## config.mk

```make
export PLATFORM = sky130hd
export DESIGN_NAME = u712Top
export DESIGN_NICKNAME = d
export VERILOG_FILES = /design/src/u712Pkg.sv /design/src/regCycle.sv /design/src/chipRamCycle.sv /design/src/byteLaneControl.sv /design/src/cycleTerm.sv /design/src/u712Top.sv
export SDC_FILE = /design/constraint.sdc
export NUM_CORES = 1
export LEC_CHECK = 0
export ABC_AREA = 1
export ABC_CLOCK_PERIOD_IN_PS = 1450
export BUFFER_PORTS_ARGS = -buffer_cell sky130_fd_sc_hd__buf_2
export CAP_MARGIN = 20
export CORE_ASPECT_RATIO = 0.8
export CORE_MARGIN = 2
export CORE_UTILIZATION = 41
export DETAILED_ROUTE_END_ITERATION = 7
export PLACE_DENSITY = 0.84
export SKIP_LAST_GASP = 1
export SYNTH_ARGS = -nofsm -noshare
export SYNTH_HDL_FRONTEND = slang
export SYNTH_SLANG_ARGS = --single-unit
```

## constraint.sdc

```tcl
create_clock -name CLK80 -period 1.45 [get_ports CLK80]
set_input_delay 0.3625 -clock CLK80 [delete_from_list [all_inputs] [get_ports CLK80]]
set_output_delay 0.3625 -clock CLK80 [all_outputs]
set_load 0.05 [all_outputs]
```

## src/u712Pkg.sv

```systemverilog
// Widths are fixed by the 68040 and Agnus buses and are not meant to be changed
`default_nettype none

package u712Pkg;

    ////////////////////
    // Bus widths
    ////////////////////

    // CPU address pins A[20:0]
    typedef logic [20:0] cpuAddr;
    // Multiplexed SDRAM address CMA
    typedef logic [10:0] ramAddr;
    // Agnus DRAM address DRA
    typedef logic [9:0] dmaAddr;
    // 68040 SIZ encoding
    typedef logic [1:0] busSize;
    // Active low lanes, UU in bit 3 down to LL in bit 0
    typedef logic [3:0] byteEn;

    ////////////////////
    // State machines
    ////////////////////

    // Agnus 68000-style register cycle
    typedef enum logic [2:0] {regIdle, regWaitPhase, regStrobe, regHold, regAck} regState;

    // Chip RAM sequencer for CPU accesses
    typedef enum logic [2:0] {
        ramIdle, ramActivate, ramRcdWait, ramCommand, ramCasWait, ramAck
    } ramState;

    ////////////////////
    // Bus bundles
    ////////////////////

    // CPU transfer request, start and write are active high
    typedef struct packed {
        logic   start;
        logic   write;
        cpuAddr addr;
        busSize size;
    } cpuReq;

    // Agnus DMA strobes, all active low
    typedef struct packed {
        logic   ras0n;
        logic   ras1n;
        logic   casLn;
        logic   casUn;
        logic   aWen;
        dmaAddr dra;
    } dmaBus;

    // SDRAM command pins
    typedef struct packed {
        logic [1:0] bank;
        logic       rasN;
        logic       casN;
        logic       weN;
        logic       crcsN;
        logic       clkEn;
        ramAddr     addr;
    } sdramCmd;

endpackage

`default_nettype wire

```

## src/regCycle.sv

```systemverilog
// C1 and C3 are sampled on CLK80 and only the rising edge of the C1-high C3-low phase counts
`timescale 1ns/1ps
`default_nettype none

module regCycle import u712Pkg::*; (
    input  wire  CLK80,
    input  wire  RESETn,
    input  wire  C1,
    input  wire  C3,
    input  wire  TSn,
    input  wire  REGSPACEn,
    input  wire  DBRn,
    output logic ASn,
    output logic REGENn,
    output logic regTack,
    output logic dsEnable,
    output logic dbrSync
);

    ////////////////////
    // DBRn sync
    ////////////////////

    // Two flops, idle high so no DMA is seen out of reset
    logic [1:0] dbrQ;

    always_ff @(posedge CLK80) begin
        if (!RESETn) begin
            dbrQ <= 2'b11;
        end else begin
            dbrQ <= {dbrQ[0], DBRn};
        end
    end

    // Shared with the chip RAM side
    assign dbrSync = dbrQ[1];

    ////////////////////
    // Phase detect
    ////////////////////

    logic phaseNow;
    logic phaseQ;
    logic phaseEdge;
    logic regStart;

    // Agnus phase where the 68000 cycle may begin or end
    assign phaseNow  = C1 & ~C3;
    // First CLK80 cycle of that phase
    assign phaseEdge = phaseNow & ~phaseQ;
    // Register space access from the CPU
    assign regStart  = ~TSn & ~REGSPACEn;

    always_ff @(posedge CLK80) begin
        if (!RESETn) begin
            phaseQ <= 1'b0;
        end else begin
            phaseQ <= phaseNow;
        end
    end

    ////////////////////
    // Cycle FSM
    ////////////////////

    regState state;

    always_ff @(posedge CLK80) begin
        if (!RESETn) begin
            state    <= regIdle;
            ASn      <= 1'b1;
            REGENn   <= 1'b1;
            regTack  <= 1'b0;
            dsEnable <= 1'b0;
        end else begin
            // Tack is a single cycle pulse
            regTack <= 1'b0;
            case (state)
                regIdle: begin
                    if (regStart) begin
                        state <= regWaitPhase;
                    end
                end
                regWaitPhase: begin
                    // Address strobe and register enable together
                    if (phaseEdge) begin
                        ASn    <= 1'b0;
                        REGENn <= 1'b0;
                        state  <= regStrobe;
                    end
                end
                regStrobe: begin
                    // Data strobes trail AS by one clock
                    dsEnable <= 1'b1;
                    state    <= regHold;
                end
                regHold: begin
                    // Release everything when the phase comes around again
                    if (phaseEdge) begin
                        ASn      <= 1'b1;
                        REGENn   <= 1'b1;
                        dsEnable <= 1'b0;
                        regTack  <= 1'b1;
                        state    <= regAck;
                    end
                end
                regAck: begin
                    state <= regIdle;
                end
                default: begin
                    state <= regIdle;
                end
            endcase
        end
    end

endmodule

`default_nettype wire

```

## src/chipRamCycle.sv

```systemverilog
// CPU requests wait in idle during DMA and a DMA start does not abort a CPU cycle already running
`timescale 1ns/1ps
`default_nettype none

module chipRamCycle import u712Pkg::*; (
    input  wire     CLK80,
    input  wire     RESETn,
    input  wire     cpuReq req,
    input  wire     RAMSPACEn,
    input  wire     dmaBus dma,
    input  wire     dbrSync,
    output sdramCmd cmd,
    output logic    cpuCycle,
    output logic    dmaCycle,
    output logic    cpuTack,
    output logic    DBENn,
    output logic    DBDIR
);

    ////////////////////
    // Address split
    ////////////////////

    logic [1:0] bankSel;
    ramAddr     rowAddr;
    ramAddr     colAddr;

    // 2 MB space as four banks of 2k rows
    assign bankSel = req.addr[20:19];
    assign rowAddr = req.addr[18:8];
    // Longword column, upper bits unused
    assign colAddr = {5'b00000, req.addr[7:2]};

    ////////////////////
    // Sequencer
    ////////////////////

    ramState state;
    logic    waitCnt;
    logic    pending;
    logic    ramStart;
    logic    goCpu;

    // TSn is one cycle only so a request seen during DMA is remembered
    assign ramStart = req.start & ~RAMSPACEn;
    assign goCpu    = (ramStart | pending) & dbrSync;

    always_ff @(posedge CLK80) begin
        if (!RESETn) begin
            state   <= ramIdle;
            waitCnt <= 1'b0;
            pending <= 1'b0;
        end else begin
            case (state)
                ramIdle: begin
                    if (goCpu) begin
                        pending <= 1'b0;
                        state   <= ramActivate;
                    end else if (ramStart) begin
                        // Agnus owns the RAM for now
                        pending <= 1'b1;
                    end
                end
                ramActivate: begin
                    waitCnt <= 1'b0;
                    state   <= ramRcdWait;
                end
                ramRcdWait: begin
                    // tRCD of two clocks
                    if (waitCnt) begin
                        waitCnt <= 1'b0;
                        state   <= ramCommand;
                    end else begin
                        waitCnt <= 1'b1;
                    end
                end
                ramCommand: begin
                    // Writes finish right away, reads wait for CAS latency
                    state <= req.write ? ramAck : ramCasWait;
                end
                ramCasWait: begin
                    if (waitCnt) begin
                        waitCnt <= 1'b0;
                        state   <= ramAck;
                    end else begin
                        waitCnt <= 1'b1;
                    end
                end
                ramAck: begin
                    state <= ramIdle;
                end
                default: begin
                    state <= ramIdle;
                end
            endcase
        end
    end

    ////////////////////
    // SDRAM pins
    ////////////////////

    sdramCmd cpuCmd;
    sdramCmd dmaCmd;

    // CPU side, NOP unless activating or issuing the command
    always_comb begin
        cpuCmd.bank  = bankSel;
        cpuCmd.rasN  = 1'b1;
        cpuCmd.casN  = 1'b1;
        cpuCmd.weN   = 1'b1;
        cpuCmd.crcsN = 1'b1;
        cpuCmd.clkEn = 1'b1;
        cpuCmd.addr  = rowAddr;
        if (state == ramActivate) begin
            cpuCmd.rasN  = 1'b0;
            cpuCmd.crcsN = 1'b0;
        end
        if (state == ramCommand) begin
            cpuCmd.casN  = 1'b0;
            cpuCmd.weN   = ~req.write;
            cpuCmd.crcsN = 1'b0;
            cpuCmd.addr  = colAddr;
        end
    end

    // Agnus side, strobes go straight through
    always_comb begin
        dmaCmd.bank  = {~dma.ras1n, 1'b0};
        dmaCmd.rasN  = dma.ras0n & dma.ras1n;
        dmaCmd.casN  = dma.casLn & dma.casUn;
        dmaCmd.weN   = dma.aWen;
        dmaCmd.crcsN = 1'b0;
        dmaCmd.clkEn = 1'b1;
        dmaCmd.addr  = {1'b0, dma.dra};
    end

    assign cmd = dbrSync ? cpuCmd : dmaCmd;

    // Ownership and status
    assign dmaCycle = ~dbrSync;
    assign cpuCycle = (state != ramIdle);
    assign cpuTack  = (state == ramAck);

    // CPU data buffer open from the command to the end
    assign DBENn = ~((state == ramCommand) | (state == ramCasWait) | (state == ramAck));
    // High drives CPU data toward the RAM
    assign DBDIR = req.write;

endmodule

`default_nettype wire

```

## src/byteLaneControl.sv

```systemverilog
// Big-endian 68040 lanes and register strobes map onto both words of the 32-bit bus
`timescale 1ns/1ps
`default_nettype none

module byteLaneControl import u712Pkg::*; (
    input  wire   cpuReq req,
    input  wire   cpuCycle,
    input  wire   dmaCycle,
    input  wire   dsEnable,
    input  wire   CASLn,
    input  wire   CASUn,
    input  wire   RnW,
    input  wire   AWEn,
    output byteEn ramBe,
    output logic  UDSn,
    output logic  LDSn,
    output logic  VBENn,
    output logic  DRDENn,
    output logic  DRDDIR
);

    ////////////////////
    // CPU lanes
    ////////////////////

    byteEn cpuBe;

    always_comb begin
        case (req.size)
            // Byte, one lane from A[1:0]
            2'b01: begin
                cpuBe = 4'b1111;
                cpuBe[3 - req.addr[1:0]] = 1'b0;
            end
            // Word, upper or lower pair
            2'b10: cpuBe = req.addr[1] ? 4'b1100 : 4'b0011;
            // Long and line use all four
            default: cpuBe = 4'b0000;
        endcase
    end

    // DMA lanes come in pairs from the CAS strobes
    always_comb begin
        if (dmaCycle) begin
            ramBe = {CASUn, CASUn, CASLn, CASLn};
        end else if (cpuCycle) begin
            ramBe = cpuBe;
        end else begin
            ramBe = 4'b1111;
        end
    end

    ////////////////////
    // Register strobes
    ////////////////////

    // Even byte of either word is UDS, odd byte is LDS
    assign UDSn = ~(dsEnable & (~cpuBe[3] | ~cpuBe[1]));
    assign LDSn = ~(dsEnable & (~cpuBe[2] | ~cpuBe[0]));

    // Register data buffer
    assign VBENn = ~dsEnable;

    // Agnus data buffer, open only while Agnus owns the RAM
    assign DRDENn = ~dmaCycle;
    // High is the read direction on both sources
    assign DRDDIR = dmaCycle ? AWEn : RnW;

endmodule

`default_nettype wire

```

## src/cycleTerm.sv

```systemverilog
// Both tack inputs must be single-cycle pulses on CLK80 and never overlap a second transfer
`timescale 1ns/1ps
`default_nettype none

module cycleTerm (
    input  wire  CLK80,
    input  wire  RESETn,
    input  wire  regTack,
    input  wire  cpuTack,
    output logic TACKn
);

    ////////////////////
    // Termination
    ////////////////////

    logic anyTack;

    // Only one source is active per transfer
    assign anyTack = regTack | cpuTack;

    // Straight from a flop so the CPU sees a clean edge
    always_ff @(posedge CLK80) begin
        if (!RESETn) begin
            TACKn <= 1'b1;
        end else begin
            // Low for one clock, one clock behind the pulse
            TACKn <= ~anyTack;
        end
    end

endmodule

`default_nettype wire

```

## src/u712Top.sv

```systemverilog
// CLK80 enters directly with no PLL and Agnus handles SDRAM refresh and init
`timescale 1ns/1ps
`default_nettype none

module u712Top import u712Pkg::*; (
    input  wire    CLK80,
    input  wire    C1,
    input  wire    C3,
    input  wire    RESETn,
    input  wire    RnW,
    input  wire    TSn,
    input  wire    DBRn,
    input  wire    REGSPACEn,
    input  wire    RAMSPACEn,
    input  wire    AWEn,
    input  wire    RAS0n,
    input  wire    RAS1n,
    input  wire    CASLn,
    input  wire    CASUn,
    input  wire    busSize SIZ,
    input  wire    cpuAddr A,
    input  wire    dmaAddr DRA,
    output logic   LDSn,
    output logic   UDSn,
    output logic   ASn,
    output logic   REGENn,
    output logic   DBDIR,
    output logic   VBENn,
    output logic   DRDENn,
    output logic   DRDDIR,
    output logic   CRCSn,
    output logic   CLK_EN,
    output logic   BANK1,
    output logic   BANK0,
    output logic   RASn,
    output logic   CASn,
    output logic   WEn,
    output logic   DBENn,
    output ramAddr CMA,
    output logic   CUUBEn,
    output logic   CUMBEn,
    output logic   CLMBEn,
    output logic   CLLBEn,
    output logic   TACKn
);

    ////////////////////
    // Pin bundles
    ////////////////////

    cpuReq   req;
    dmaBus   dma;
    sdramCmd cmd;
    byteEn   ramBe;
    logic    regTack;
    logic    cpuTack;
    logic    dsEnable;
    logic    dbrSync;
    logic    cpuCycle;
    logic    dmaCycle;

    // Start and write as active high flags
    assign req = {~TSn, ~RnW, A, SIZ};
    assign dma = {RAS0n, RAS1n, CASLn, CASUn, AWEn, DRA};

    // SDRAM and lane pins
    assign {BANK1, BANK0, RASn, CASn, WEn, CRCSn, CLK_EN, CMA} = cmd;
    assign {CUUBEn, CUMBEn, CLMBEn, CLLBEn} = ramBe;

    ////////////////////
    // Blocks
    ////////////////////

    regCycle uRegCycle (
        .CLK80(CLK80), .RESETn(RESETn), .C1(C1), .C3(C3), .TSn(TSn),
        .REGSPACEn(REGSPACEn), .DBRn(DBRn), .ASn(ASn), .REGENn(REGENn),
        .regTack(regTack), .dsEnable(dsEnable), .dbrSync(dbrSync)
    );

    chipRamCycle uChipRamCycle (
        .CLK80(CLK80), .RESETn(RESETn), .req(req), .RAMSPACEn(RAMSPACEn),
        .dma(dma), .dbrSync(dbrSync), .cmd(cmd), .cpuCycle(cpuCycle),
        .dmaCycle(dmaCycle), .cpuTack(cpuTack), .DBENn(DBENn), .DBDIR(DBDIR)
    );

    byteLaneControl uByteLaneControl (
        .req(req), .cpuCycle(cpuCycle), .dmaCycle(dmaCycle), .dsEnable(dsEnable),
        .CASLn(CASLn), .CASUn(CASUn), .RnW(RnW), .AWEn(AWEn), .ramBe(ramBe),
        .UDSn(UDSn), .LDSn(LDSn), .VBENn(VBENn), .DRDENn(DRDENn), .DRDDIR(DRDDIR)
    );

    // Single TACKn for both cycle types
    cycleTerm uCycleTerm (
        .CLK80(CLK80), .RESETn(RESETn), .regTack(regTack), .cpuTack(cpuTack),
        .TACKn(TACKn)
    );

endmodule

`default_nettype wire

```

==> impl_results.md, run 1 <==
- Net Count, Synth: 230
- I/O pin cnt: a little under 80
- Initial Util: about 42%
- Adder-cell share of the synthesized area: about 2.2%
- Status: stopped before the end
- Overflow after GRT: 67
- Largest family of logic cells by synthesized area: simple AND/OR/NAND/NOR gates
- Mapped Cells: ~180
- Most common cell in the netlist: nand2_1
- Netlist cell types: 26
- Stopped at: global routing
- Port Buffer Count: between 70 and 80
- DIE WIDTH: 63.15 microns
- CTS sink cnt: 15
- All-Layer GR Usage: between 60% and 70%
- Commonest cells in the netlist: nand2_1 (35), inv_1 (27), nor2_1 (21)
- Yosys top cell by area: dfxtp_1
- Synth Area per Inst: between 6 and 7 sq um
- Row Count: 17
- Max Root-Sink Buffers: 2
- Synth warn: 0
- Dpl hpwl: roughly 3000 microns
- Synth async-reset ratio: 0%
- Die Ht: between 50 and 60 microns
- Err: [ERROR GRT-0232] Routing congestion too high. Check the congestion heatmap in the GUI.
- CTS root buf: clkbuf_4
- WEP type: primary output
- Number of synthesized flops with an enable pin: 0
- Largest net degree at the start of global routing: 17
- Post-synthesis mux area share: 0%
- TritonCTS Buffers: 3
- Syn Std Cell Area: around 1100 sq um
- Routability cong.: approximately 0.81
- Compound-gate portion of the synthesized area: 20.28%
- Post-GRT worst EP: CMA[0]
- Top post-synthesis cells by area: dfxtp_1 (26%), nand2_1 (11%), inv_1 (8.8%)
- Sequential fraction of the synthesis area: a little over a quarter
- Synth Area in XOR/XNOR: 0%
- Synth Register Bits: 15
- Synth Flop Type: dfxtp_1
- Simple-Gate Fraction of Synth Area: between 30% and 40%
- # H-tree levels: 1
- Synth top area share: between 20% and 30%
-- routing by layer --
layer  global-route usage (%)  GRT overflow
met5                        0             0
met4                    90.74            30
met3                    37.89             0
met1                    60.00             0
met2                    98.58            37
-- through the flow --
stage / setup WS (ps) / setup TNS [ps] / area, sq um / instances / util [%]
3_3_place_gp: -362.4 / -3470 / 2022 / 316 / 74.85
3_5_place_dp: -381.9 / -3609 / 2022 / 316 / 74.85
2_1_floorplan: -117.4 / -1049 / 1454 / 181 / -
4_1_cts: -331.2 / -6444 / 2414 / 328 / 89.35
-- kinds of logic after synthesis --
logic type / after synthesis
and+or+nand+nor: 86
buffers and inverters: 39
adders and majority gates: 2
AOI/OAI and AO/OA: 38
other: 1
DFF: 15
-- what timing repair did --
item,4_1_cts
setup buffers,8
hold endpoints to repair,0
setup endpoints to repair,26
pin swaps,11
gates resized for setup,93
hold buffers,0
==> inputs of run 2 (changes only) <==
- CORE_ASPECT_RATIO: 0.8 -> unset
- CORE_UTILIZATION: 41 -> 30
- PLACE_DENSITY: 0.84 -> unset
- PLACE_DENSITY_LB_ADDON: unset -> 0.15
==> impl_results.md, run 2 <==
- Status: complete, but fails checks
- Failing checks: negative setup slack
- Worst skew pair latency: about 250 ps
- Setup crit end kind: output port
- DRT iter0 DRCs: 48
- Vias: approximately 1.6k
- Synth Flop Type: dfxtp_1
- Crit path cell chain: buf_8, inv_6, ha_4, nand2_2, nand2_2, o211ai_1, o21ai_4, buf_6
- Routability cong.: just over 0.8
- Share of cells above drive strength 1: ~67%
- Initial antenna violation count: 0
- # H-tree levels: 1
- All-Layer GR Usage: roughly a fifth
- DIE WIDTH: ~66 microns
- Worst setup margin: -286.7 ps
- Synth Register Bits: 15
- Vias per cell: approximately 4.7
- Port Buffer Count: 77
- Final-layout fill cell count: roughly 310
- Synth warn: 0
- First-pass GRT wire length: between 6000 and 7000 microns
- Die Ht: around 66 microns
- Max Root-Sink Buffers: 2
- Initial Util: 31.34%
- CTS tree: built
- Overflow after GRT: 0
- Synth top area share: a little over a quarter
- I/O pin cnt: 79
- Top post-synthesis cells by area: dfxtp_1 (26%), nand2_1 (11%), inv_1 (8.8%)
- Crit Path Category: primary input to output port
- Commonest cells in the netlist: nand2_1 (35), inv_1 (27), nor2_1 (21)
- TritonCTS Buffers: 3
- Clk_skew: just over 5 ps
- Final setup violation count: 24
- Most common cell in the netlist: nand2_1
- Period utilization: 119.8%
- VDD IR max: just over 900 uV
- Largest registers: uChipRamCycle.state x3, uRegCycle.state x3, uRegCycle.dbrQ x2
- Yosys top cell by area: dfxtp_1
- Final Hold Viols: 0
- Number of global-route vias before repair: between 1.5k and 2k
- Nets@finish: around 340
- Post-Route Utilization: 69.41%
- Crit-path slowest cell: o21ai_4
- Synth Area per Inst: 6.339 sq um
- Syn Std Cell Area: roughly 1100 sq um
- DR pass1 iterations: 4
- CTS root buf: clkbuf_8
- Cell repeated most along the worst path: nand2_2
- Pwr per Cell Area: about 1400 nW/um^2
- Reg2reg setup slack: between 150 and 200 ps
- Sequential cell area: 312.8 sq um
- Critical Path AT: 1370 ps
- Worst EP required: around 1100 ps
- Dpl hpwl: 2840 microns
- Largest net degree at the start of global routing: 12
- CP max stage delay: 220 ps
- Commonest non-fill, non-tap cell in the layout: buf_2
- Layout Cells excl Fill: 336
- Sum Neg Setup Slack: -4995 ps
- Hold_buf cts: 0
- Area of the multi-input gates: about 1100 sq um
- Reg clk slew, reported paths: about 60 ps
- Sequential fraction of the synthesis area: a little over a quarter
- Core area: about 3700 sq um
- RSZ-0062 raised after global routing: true
- DP Cell Count: between 300 and 400
- Max Fclk: approximately 580 MHz
- CP Max Fanout: 2
- Min Clock Period, post-route: approximately 1700 ps
- Synth async-reset ratio: 0%
- Max_cap viols: 0
- Mapped Cells: about 180
- Net Count, Synth: 230
- Routed length per instance: around 13 microns
- Number of synthesized flops with an enable pin: 0
- CTS sink cnt: 15
- Row Count: 22
- LEAKAGE: between 1 and 1.5 nW
- Final Max Tran Viols: 0
- Most frequent cells in the layout: buf_2 (49), buf_4 (30), nand2_1 (21)
- Final wirelength: 4237 microns
- HP Class: primary input to flop
- Antenna Diode Count: 0
- Critical Path Source Type: primary input
- DRC errors left: 0
- Netlist cell types: 26
- Area growth from synthesis to layout: 121.5%
- Post-route ant nets: 0
- Die Area: ~4300 sq um
==> run 2: cell counts after synthesis <==
Identical to the previous run, type by type.
==> run 2: kinds of logic (layout without fill, tap and decap cells) <==
logic type | count (synthesis) | after routing | synth area share [%]
buffers and inverters | 39 | 146 | 16.68
AOI/OAI and AO/OA | 38 | 38 | 20.28
adders and majority gates | 2 | 2 | 2.181
other | 1 | 1 | 0.3268
and+or+nand+nor | 86 | 86 | 34.35
DFF | 15 | 15 | 26.17
==> run 2: layer usage <==
metal | global-route usage [%] | up-vias | wire [microns]
met2 | 37.50 | 68 | 2272
li1 | - | 797 | -
met1 | 20.81 | 698 | 1592
met3 | 2.555 | 7 | 316
met4 | 5.469 | 0 | 55
met5 | 0 | - | 0
==> run 2: critical path, delay by kind of cell <==
family          cells  cell delay, ps
compound gates      2             420
fa+ha+maj           1             130
buf+inv             3             330
simple gates        2             130
==> run 2: timing repair <==
action                     CTS  global route
pin swaps                   16            12
setup endpoints to repair   25            26
gates cloned                 1             0
resized for setup          100            21
buffers inserted             7             4
==> run 2: area by class of cell <==
| type | instances | area share [%] |
|---|---|---|
| Sequential cell | 15 | 12.31 |
| Timing Repair inverter | 1 | 0.2462 |
| Multi-Input combinational cell | 127 | 42.25 |
| Inverter | 29 | 5.071 |
| Timing Repair Buffer | 112 | 35.94 |
| Clock buffer | 3 | 1.625 |
| Tap cell | 48 | 2.363 |
| Clock inverter | 1 | 0.1969 |
==> run 2: worst paths after layout <==
path,to,start,cells past startpoint
hold / removal,uRegCycle.dbrQ[0],DBRn,2
setup / recovery,LDSn,SIZ[0],8
hold reg to reg,uCycleTerm.TACKn,uRegCycle.regTack,1
setup reg to reg,uChipRamCycle.state[0],uChipRamCycle.state[0],9
==> run 2: where the power goes <==
group	switching, W	leakage (nW)	internal (W)
Combinational	0.00147	1.03	0.00114
Clock	0.000152	0.0255	0.000191
Sequential	0.0000538	0.124	0.000483
==> run 2: stage by stage <==
stage          total power, W  hold WS (ps)  instance area, sq um  setup slack, ps
2_1_floorplan        0.002003         392.1                  1454           -117.4
3_3_place_gp         0.002530         427.0                  1997           -351.9
3_5_place_dp         0.002532         420.0                  1997           -389.9
4_1_cts              0.003360         296.6                  2465           -283.0
5_1_grt              0.003665         306.8                  2541           -325.9
6_report             0.003484         296.2                  2541           -286.7
(Power assumes the default switching activity.)
==> inputs of run 3 (changes only) <==
- SYNTH_HIERARCHICAL: unset -> 1
==> impl_results.md, run 3 <==
- Clock power frac: approximately a tenth
- Switch share: roughly half
- CP Max Fanout: 6
- Max Root-Sink Buffers: 2
- Dpl hpwl: 2729 microns
- DR pass1 iterations: 4
- Final setup violation count: 23
- Final Max Tran Viols: 0
- Crit Path Category: flop to output port
- Nets@finish: between 300 and 400
- I/O pin cnt: a little under 80
- Most common cell in the netlist: nand2_1
- Initial Util: 30.75%
- DIE WIDTH: between 60 and 70 microns
- Gate power share: 71.7%
- Min Clock Period, post-route: ~1600 ps
- CTS tree: built
- Most frequent cells in the layout: buf_2 (49), nand2_1 (40), inv_1 (25)
- Final Hold Viols: 0
- Flop pwr share: about 18%
- Failing checks: negative setup slack
- Yosys top cell by area: dfxtp_1
- Core area: roughly 3600 sq um
- Final wirelength: slightly below 4000 microns
- Critical Path AT: about 1300 ps
- Reg clk slew, reported paths: about 60 ps
- Synth warn: 6
- Synth Flop Type: dfxtp_1
- Reg2reg setup slack: 260 ps
- Mapped Cells: between 150 and 200
- HP Class: primary input to flop
- Clk_skew: between 2 and 3 ps
- Synth top area share: a little over a quarter
- First-pass GRT wire length: 6354 microns
- Worst Hold Launch: C3
- Die Ht: approximately 65 microns
- Row Count: 22
- Largest net degree at the start of global routing: 15
- Status: complete, but fails checks
- Top post-synthesis cells by area: dfxtp_1 (27%), nand2_1 (22%), inv_1 (9.7%)
- Port Buffer Count: between 70 and 80
- Vias: 1544
- Commonest cells in the netlist: nand2_1 (66), inv_1 (29), a21oi_1 (21)
- Number of global-route vias before repair: about 1.5k
- Routability cong.: 0.8281
- Worst skew pair latency: roughly 240 ps
- TritonCTS Buffers: 3
- Period utilization: 112.8%
- Pwr per Cell Area: ~1400 nW/um^2
- Reg-to-Reg End: uChipRamCycle/state[0]
- Vias per cell: between 4 and 5
- Number of synthesized flops with an enable pin: 0
- Post-route ant nets: 0
- Worst setup margin: -186.1 ps
- Area growth from synthesis to layout: 109.9%
- Net Count, Synth: about 240
- Routed length per instance: 11.61 microns
- Synth Register Bits: 15
- Commonest non-fill, non-tap cell in the layout: buf_2
- Sw power: between 0.0015 and 0.002 W
- Hold EP: uRegCycle/phaseQ
- # H-tree levels: 1
- VDD IR max: approximately 860 uV
- Synth Area per Inst: ~5.7 sq um
- Syn Std Cell Area: roughly 1100 sq um
- DRC errors left: 0
- Sequential fraction of the synthesis area: a little over a quarter
- Hold-critical path depth: 2
- RSZ-0062 raised after global routing: true
- Share of cells above drive strength 1: 60.48%
- Synth async-reset ratio: 0%
- Sum Neg Setup Slack: -3294 ps
- Netlist cell types: 23
- Antenna Diode Count: 0
- Internal: between 0.0015 and 0.002 W
- Worst EP required: 1090 ps
- Die Area: about 4200 sq um
- R2r startpoint: uChipRamCycle/state[1]
- CTS root buf: clkbuf_8
- Setup crit end kind: output port
- Max Fclk: 611.2 MHz
- Overflow after GRT: 0
- Largest registers: uChipRamCycle/state x3, uRegCycle/state x3, uRegCycle/dbrQ x2
- Max_cap viols: 0
- Critical Path Source Type: flop
- Initial antenna violation count: 0
- LEAKAGE: 1.137 nW
- R2r worst-path depth: 6
- CTS sink cnt: 15
- DRT iter0 DRCs: 41
- Post-Place Worst Slack: -340.9 ps
- All-Layer GR Usage: a little under a fifth
==> run 3: changes by cell type after synthesis, sizes merged, moves of 2 or more <==
cell / previous run / this run
a21oi: 19 / 22
buf: 10 / 6
inv: 29 / 33
nand2: 38 / 66
nand4: 6 / 0
nor2: 23 / 19
nor3: 0 / 2
o211ai: 4 / 0
o21ai: 13 / 7
==> run 3: final cells by class <==
cell class                      instances  area, sq um
Inverter                               34        155.1
Multi-Input combinational cell        141         1002
Timing Repair Buffer                   97        772.0
Fill cell                             349         1289
Tap cell                               48        60.06
Sequential cell                        15        310.3
Clock buffer                            4        45.04
==> run 3: layer usage <==
layer / vias to the layer above / wire length, microns / track usage, %
li1: 797 / - / -
met1: 695 / 1521 / 21.23
met2: 50 / 2153 / 36.34
met3: 2 / 243 / 3.299
met4: 0 / 16 / 3.646
met5: - / 0 / 0
==> run 3: worst max-delay path, stage by stage (launching register included) <==
cell and delay [ps]:
dfxtp_4 390, nand3_4 140, inv_6 120, nand2_2 70, a21oi_4 140, buf_6 170
==> run 3: worst max path at each step <==
stage                                       from      to  cells after the start
after floorplan                uRegCycle/dbrQ[1]     WEn                      3
after global routing      uChipRamCycle/state[0]  CUMBEn                      6
after detailed placement                  SIZ[0]  CUUBEn                      9
after CTS                 uChipRamCycle/state[2]  CMA[0]                      6
after global placement                    SIZ[0]  CUUBEn                      9
final                     uChipRamCycle/state[1]  CMA[5]                      5
==> run 3: repair_timing <==
action                     in CTS  in global routing
pin swaps                       8                  8
setup endpoints to repair      26                 26
buffers inserted                2                  0
gates cloned                    1                  0
hold buffers                    0                  0
resized for setup              94                 25
==> run 3: per-stage QoR <==
stage | std cells | hold WS, ps | power [W] | utilization [%] | cell area [sq um]
2_1_floorplan | 195 | 381.2 | 0.001825 | - | 1331
3_3_place_gp | 332 | 399.9 | 0.002302 | 51.76 | 1881
3_5_place_dp | 332 | 389.6 | 0.002313 | 51.76 | 1881
4_1_cts | 339 | 287.3 | 0.003061 | 62.05 | 2255
5_1_grt | 339 | 298.2 | 0.003385 | 64.53 | 2345
6_report | 339 | 287.3 | 0.003172 | 64.53 | 2345
==> run 3: power by group through the flow <==
| stage | clock, W | sequential [W] | combinational [W] |
|---|---|---|---|
| final | 0.000327 | 0.000569 | 0.00228 |
| after global routing | 0.000364 | 0.000582 | 0.00244 |
| after CTS | 0.000333 | 0.000570 | 0.00216 |
| after detailed placement | 0 | 0.000548 | 0.00176 |
| after global placement | 0 | 0.000547 | 0.00175 |
| after floorplan | 0 | 0.000558 | 0.00127 |
==> run 3: cell families (layout without fill, tap and decap cells) <==
family | Yosys count | in the layout | synth area share, %
and+or+nand+nor | 107 | 108 | 41.10
buffers and inverters | 40 | 135 | 15.34
AOI/OAI and AO/OA | 30 | 30 | 14.11
DFF | 15 | 15 | 26.88
adders and majority gates | 2 | 2 | 2.239
other | 1 | 1 | 0.3356
==> inputs of run 4 (changes only) <==
- ABC_CLOCK_PERIOD_IN_PS: 1450 -> 2020
- CORE_MARGIN: 2 -> unset
- PLACE_DENSITY: unset -> 0.67
- PLACE_DENSITY_LB_ADDON: 0.15 -> unset
- clock period: 1.45 -> 2.02 ns (I/O delays scaled with it)
==> impl_results.md, run 4 (synthesis results as in run 3) <==
- Die Area: 3972 sq um
- Clk_skew: roughly 3.1 ps
- Routed length per instance: 9.639 microns
- Share of cells above drive strength 1: between 40 and 50%
- Routability cong.: between 0.7 and 0.8
- TritonCTS Buffers: 3
- Area growth from synthesis to layout: 52.86%
- Final Max Tran Viols: 0
- Final-layout fill cell count: between 300 and 400
- Nets@finish: about 320
- R2r startpoint: uChipRamCycle/state[0]
- Commonest non-fill, non-tap cell in the layout: buf_2
- DRT iter0 DRCs: 40
- Sequential cell area: about 300 sq um
- Worst setup path startpoint: SIZ[0]
- Critical Path Source Type: primary input
- Reg clk slew, reported paths: roughly 60 ps
- Pwr per Cell Area: between 1000 and 1500 nW/um^2
- Sum Neg Setup Slack: 0 ps
- Setup crit end: LDSn
- Port Buffer Count: 77
- CTS tree: built
- Post-CTS setup buffer count: 0
- LEAKAGE: slightly above 0.9 nW
- Reg2reg setup slack: 900 ps
- Period utilization: a little under 100%
- Setup crit end kind: output port
- Worst EP required: roughly 1500 ps
- CP Max Fanout: 3
- Post-route ant nets: 0
- Die Ht: between 60 and 70 microns
- VDD IR max: about 660 uV
- CTS sink cnt: 15
- Reg-to-Reg End: uChipRamCycle/state[0]
- Post-route cell area: ~1700 sq um
- Vias: around 1.4k
- # H-tree levels: 1
- Crit Path Category: primary input to output port
- Largest registers: uChipRamCycle/state x3, uRegCycle/state x3, uRegCycle/dbrQ x2
- Vias per cell: ~4.3
- R2r worst-path depth: 6
- DRC errors left: 0
- Max Fclk: 513.7 MHz
- CTS root buf: clkbuf_8
- Max Root-Sink Buffers: 2
- Post-Route Utilization: between 40 and 50%
- Status: finished, final reports clean
- Area after DPL: ~1600 sq um
- Row Count: 21
- First-pass GRT wire length: between 5000 and 6000 microns
- RSZ-0062 raised after global routing: false
- Final Hold Viols: 0
- Antenna Diode Count: 0
- Overflow after GRT: 0
- Area of the multi-input gates: between 700 and 800 sq um
- All-Layer GR Usage: 15.74%
- Critical Path AT: between 1000 and 1500 ps
- Number of global-route vias before repair: between 1k and 1.5k
- Most frequent cells in the layout: buf_2 (63), nand2_1 (62), inv_1 (27)
- Core area: between 3000 and 4000 sq um
- DIE WIDTH: between 60 and 70 microns
- Max_cap viols: 0
- HP Class: flop to flop
- Initial antenna violation count: 0
- Min Clock Period, post-route: about 1900 ps
- Largest net degree at the start of global routing: 22
- I/O pin cnt: 79
- DR pass1 iterations: 4
- Final setup violation count: 0
- Worst skew pair latency: roughly 240 ps
- Dpl hpwl: between 2000 and 2500 microns
- Initial Util: 32.46%
- Final wirelength: approximately 3100 microns
run 4: worst min path at each step:
stage,cells after the start,end,start,slack [ps]
6_report,1,uCycleTerm/TACKn,uRegCycle/regTack,400
5_1_grt,1,uCycleTerm/TACKn,uRegCycle/regTack,430
4_1_cts,1,uCycleTerm/TACKn,uRegCycle/regTack,410
3_5_place_dp,1,uCycleTerm/TACKn,uRegCycle/regTack,390
3_3_place_gp,1,uRegCycle/dbrQ[1],uRegCycle/dbrQ[0],390
2_1_floorplan,1,uCycleTerm/TACKn,uRegCycle/regTack,380
run 4: critical path, cell delays in order:
cell     delay (ps)
buf_2           110
inv_2            60
ha_4            210
a21oi_1         150
nand2_2          80
o21ai_2         120
buf_4           200
run 4: power by group:
| group | total [W] | leakage (nW) | internal [W] | switching, W |
|---|---|---|---|---|
| registers | 0.000394 | 0.123 | 0.000342 | 0.0000517 |
| logic | 0.00112 | 0.782 | 0.000350 | 0.000768 |
| clock network | 0.000239 | 0.0228 | 0.000140 | 0.0000990 |
run 4: routing by layer:
metal,global-route usage (%),wire (microns)
met1,19.23,1436
met2,28.49,1493
met3,1.825,114
met4,4.360,31
met5,0,0
run 4: metrics by stage:
step	total power [W]	std cells	setup WS (ps)	hold slack, ps
2_1_floorplan	0.001198	195	18.05	381.2
3_3_place_gp	0.001413	315	-63.06	394.9
3_5_place_dp	0.001414	315	-73.07	389.8
4_1_cts	0.001708	319	16.26	405.8
5_1_grt	0.001880	319	0.4114	429.1
6_report	0.001751	319	73.20	404.5
run 4: what timing repair did:
item                       4_1_cts  5_1_grt
resized for setup                8       29
hold buffers                     0        0
pin swaps                        0        3
setup endpoints to repair        6       16
run 4: area by class of cell:
type | instances | area share [%]
Multi-Input combinational cell | 140 | 41.83
Timing Repair Buffer | 80 | 27.03
Sequential cell | 15 | 17.66
Inverter | 34 | 7.472
Tap cell | 46 | 3.370
Clock buffer | 4 | 2.637
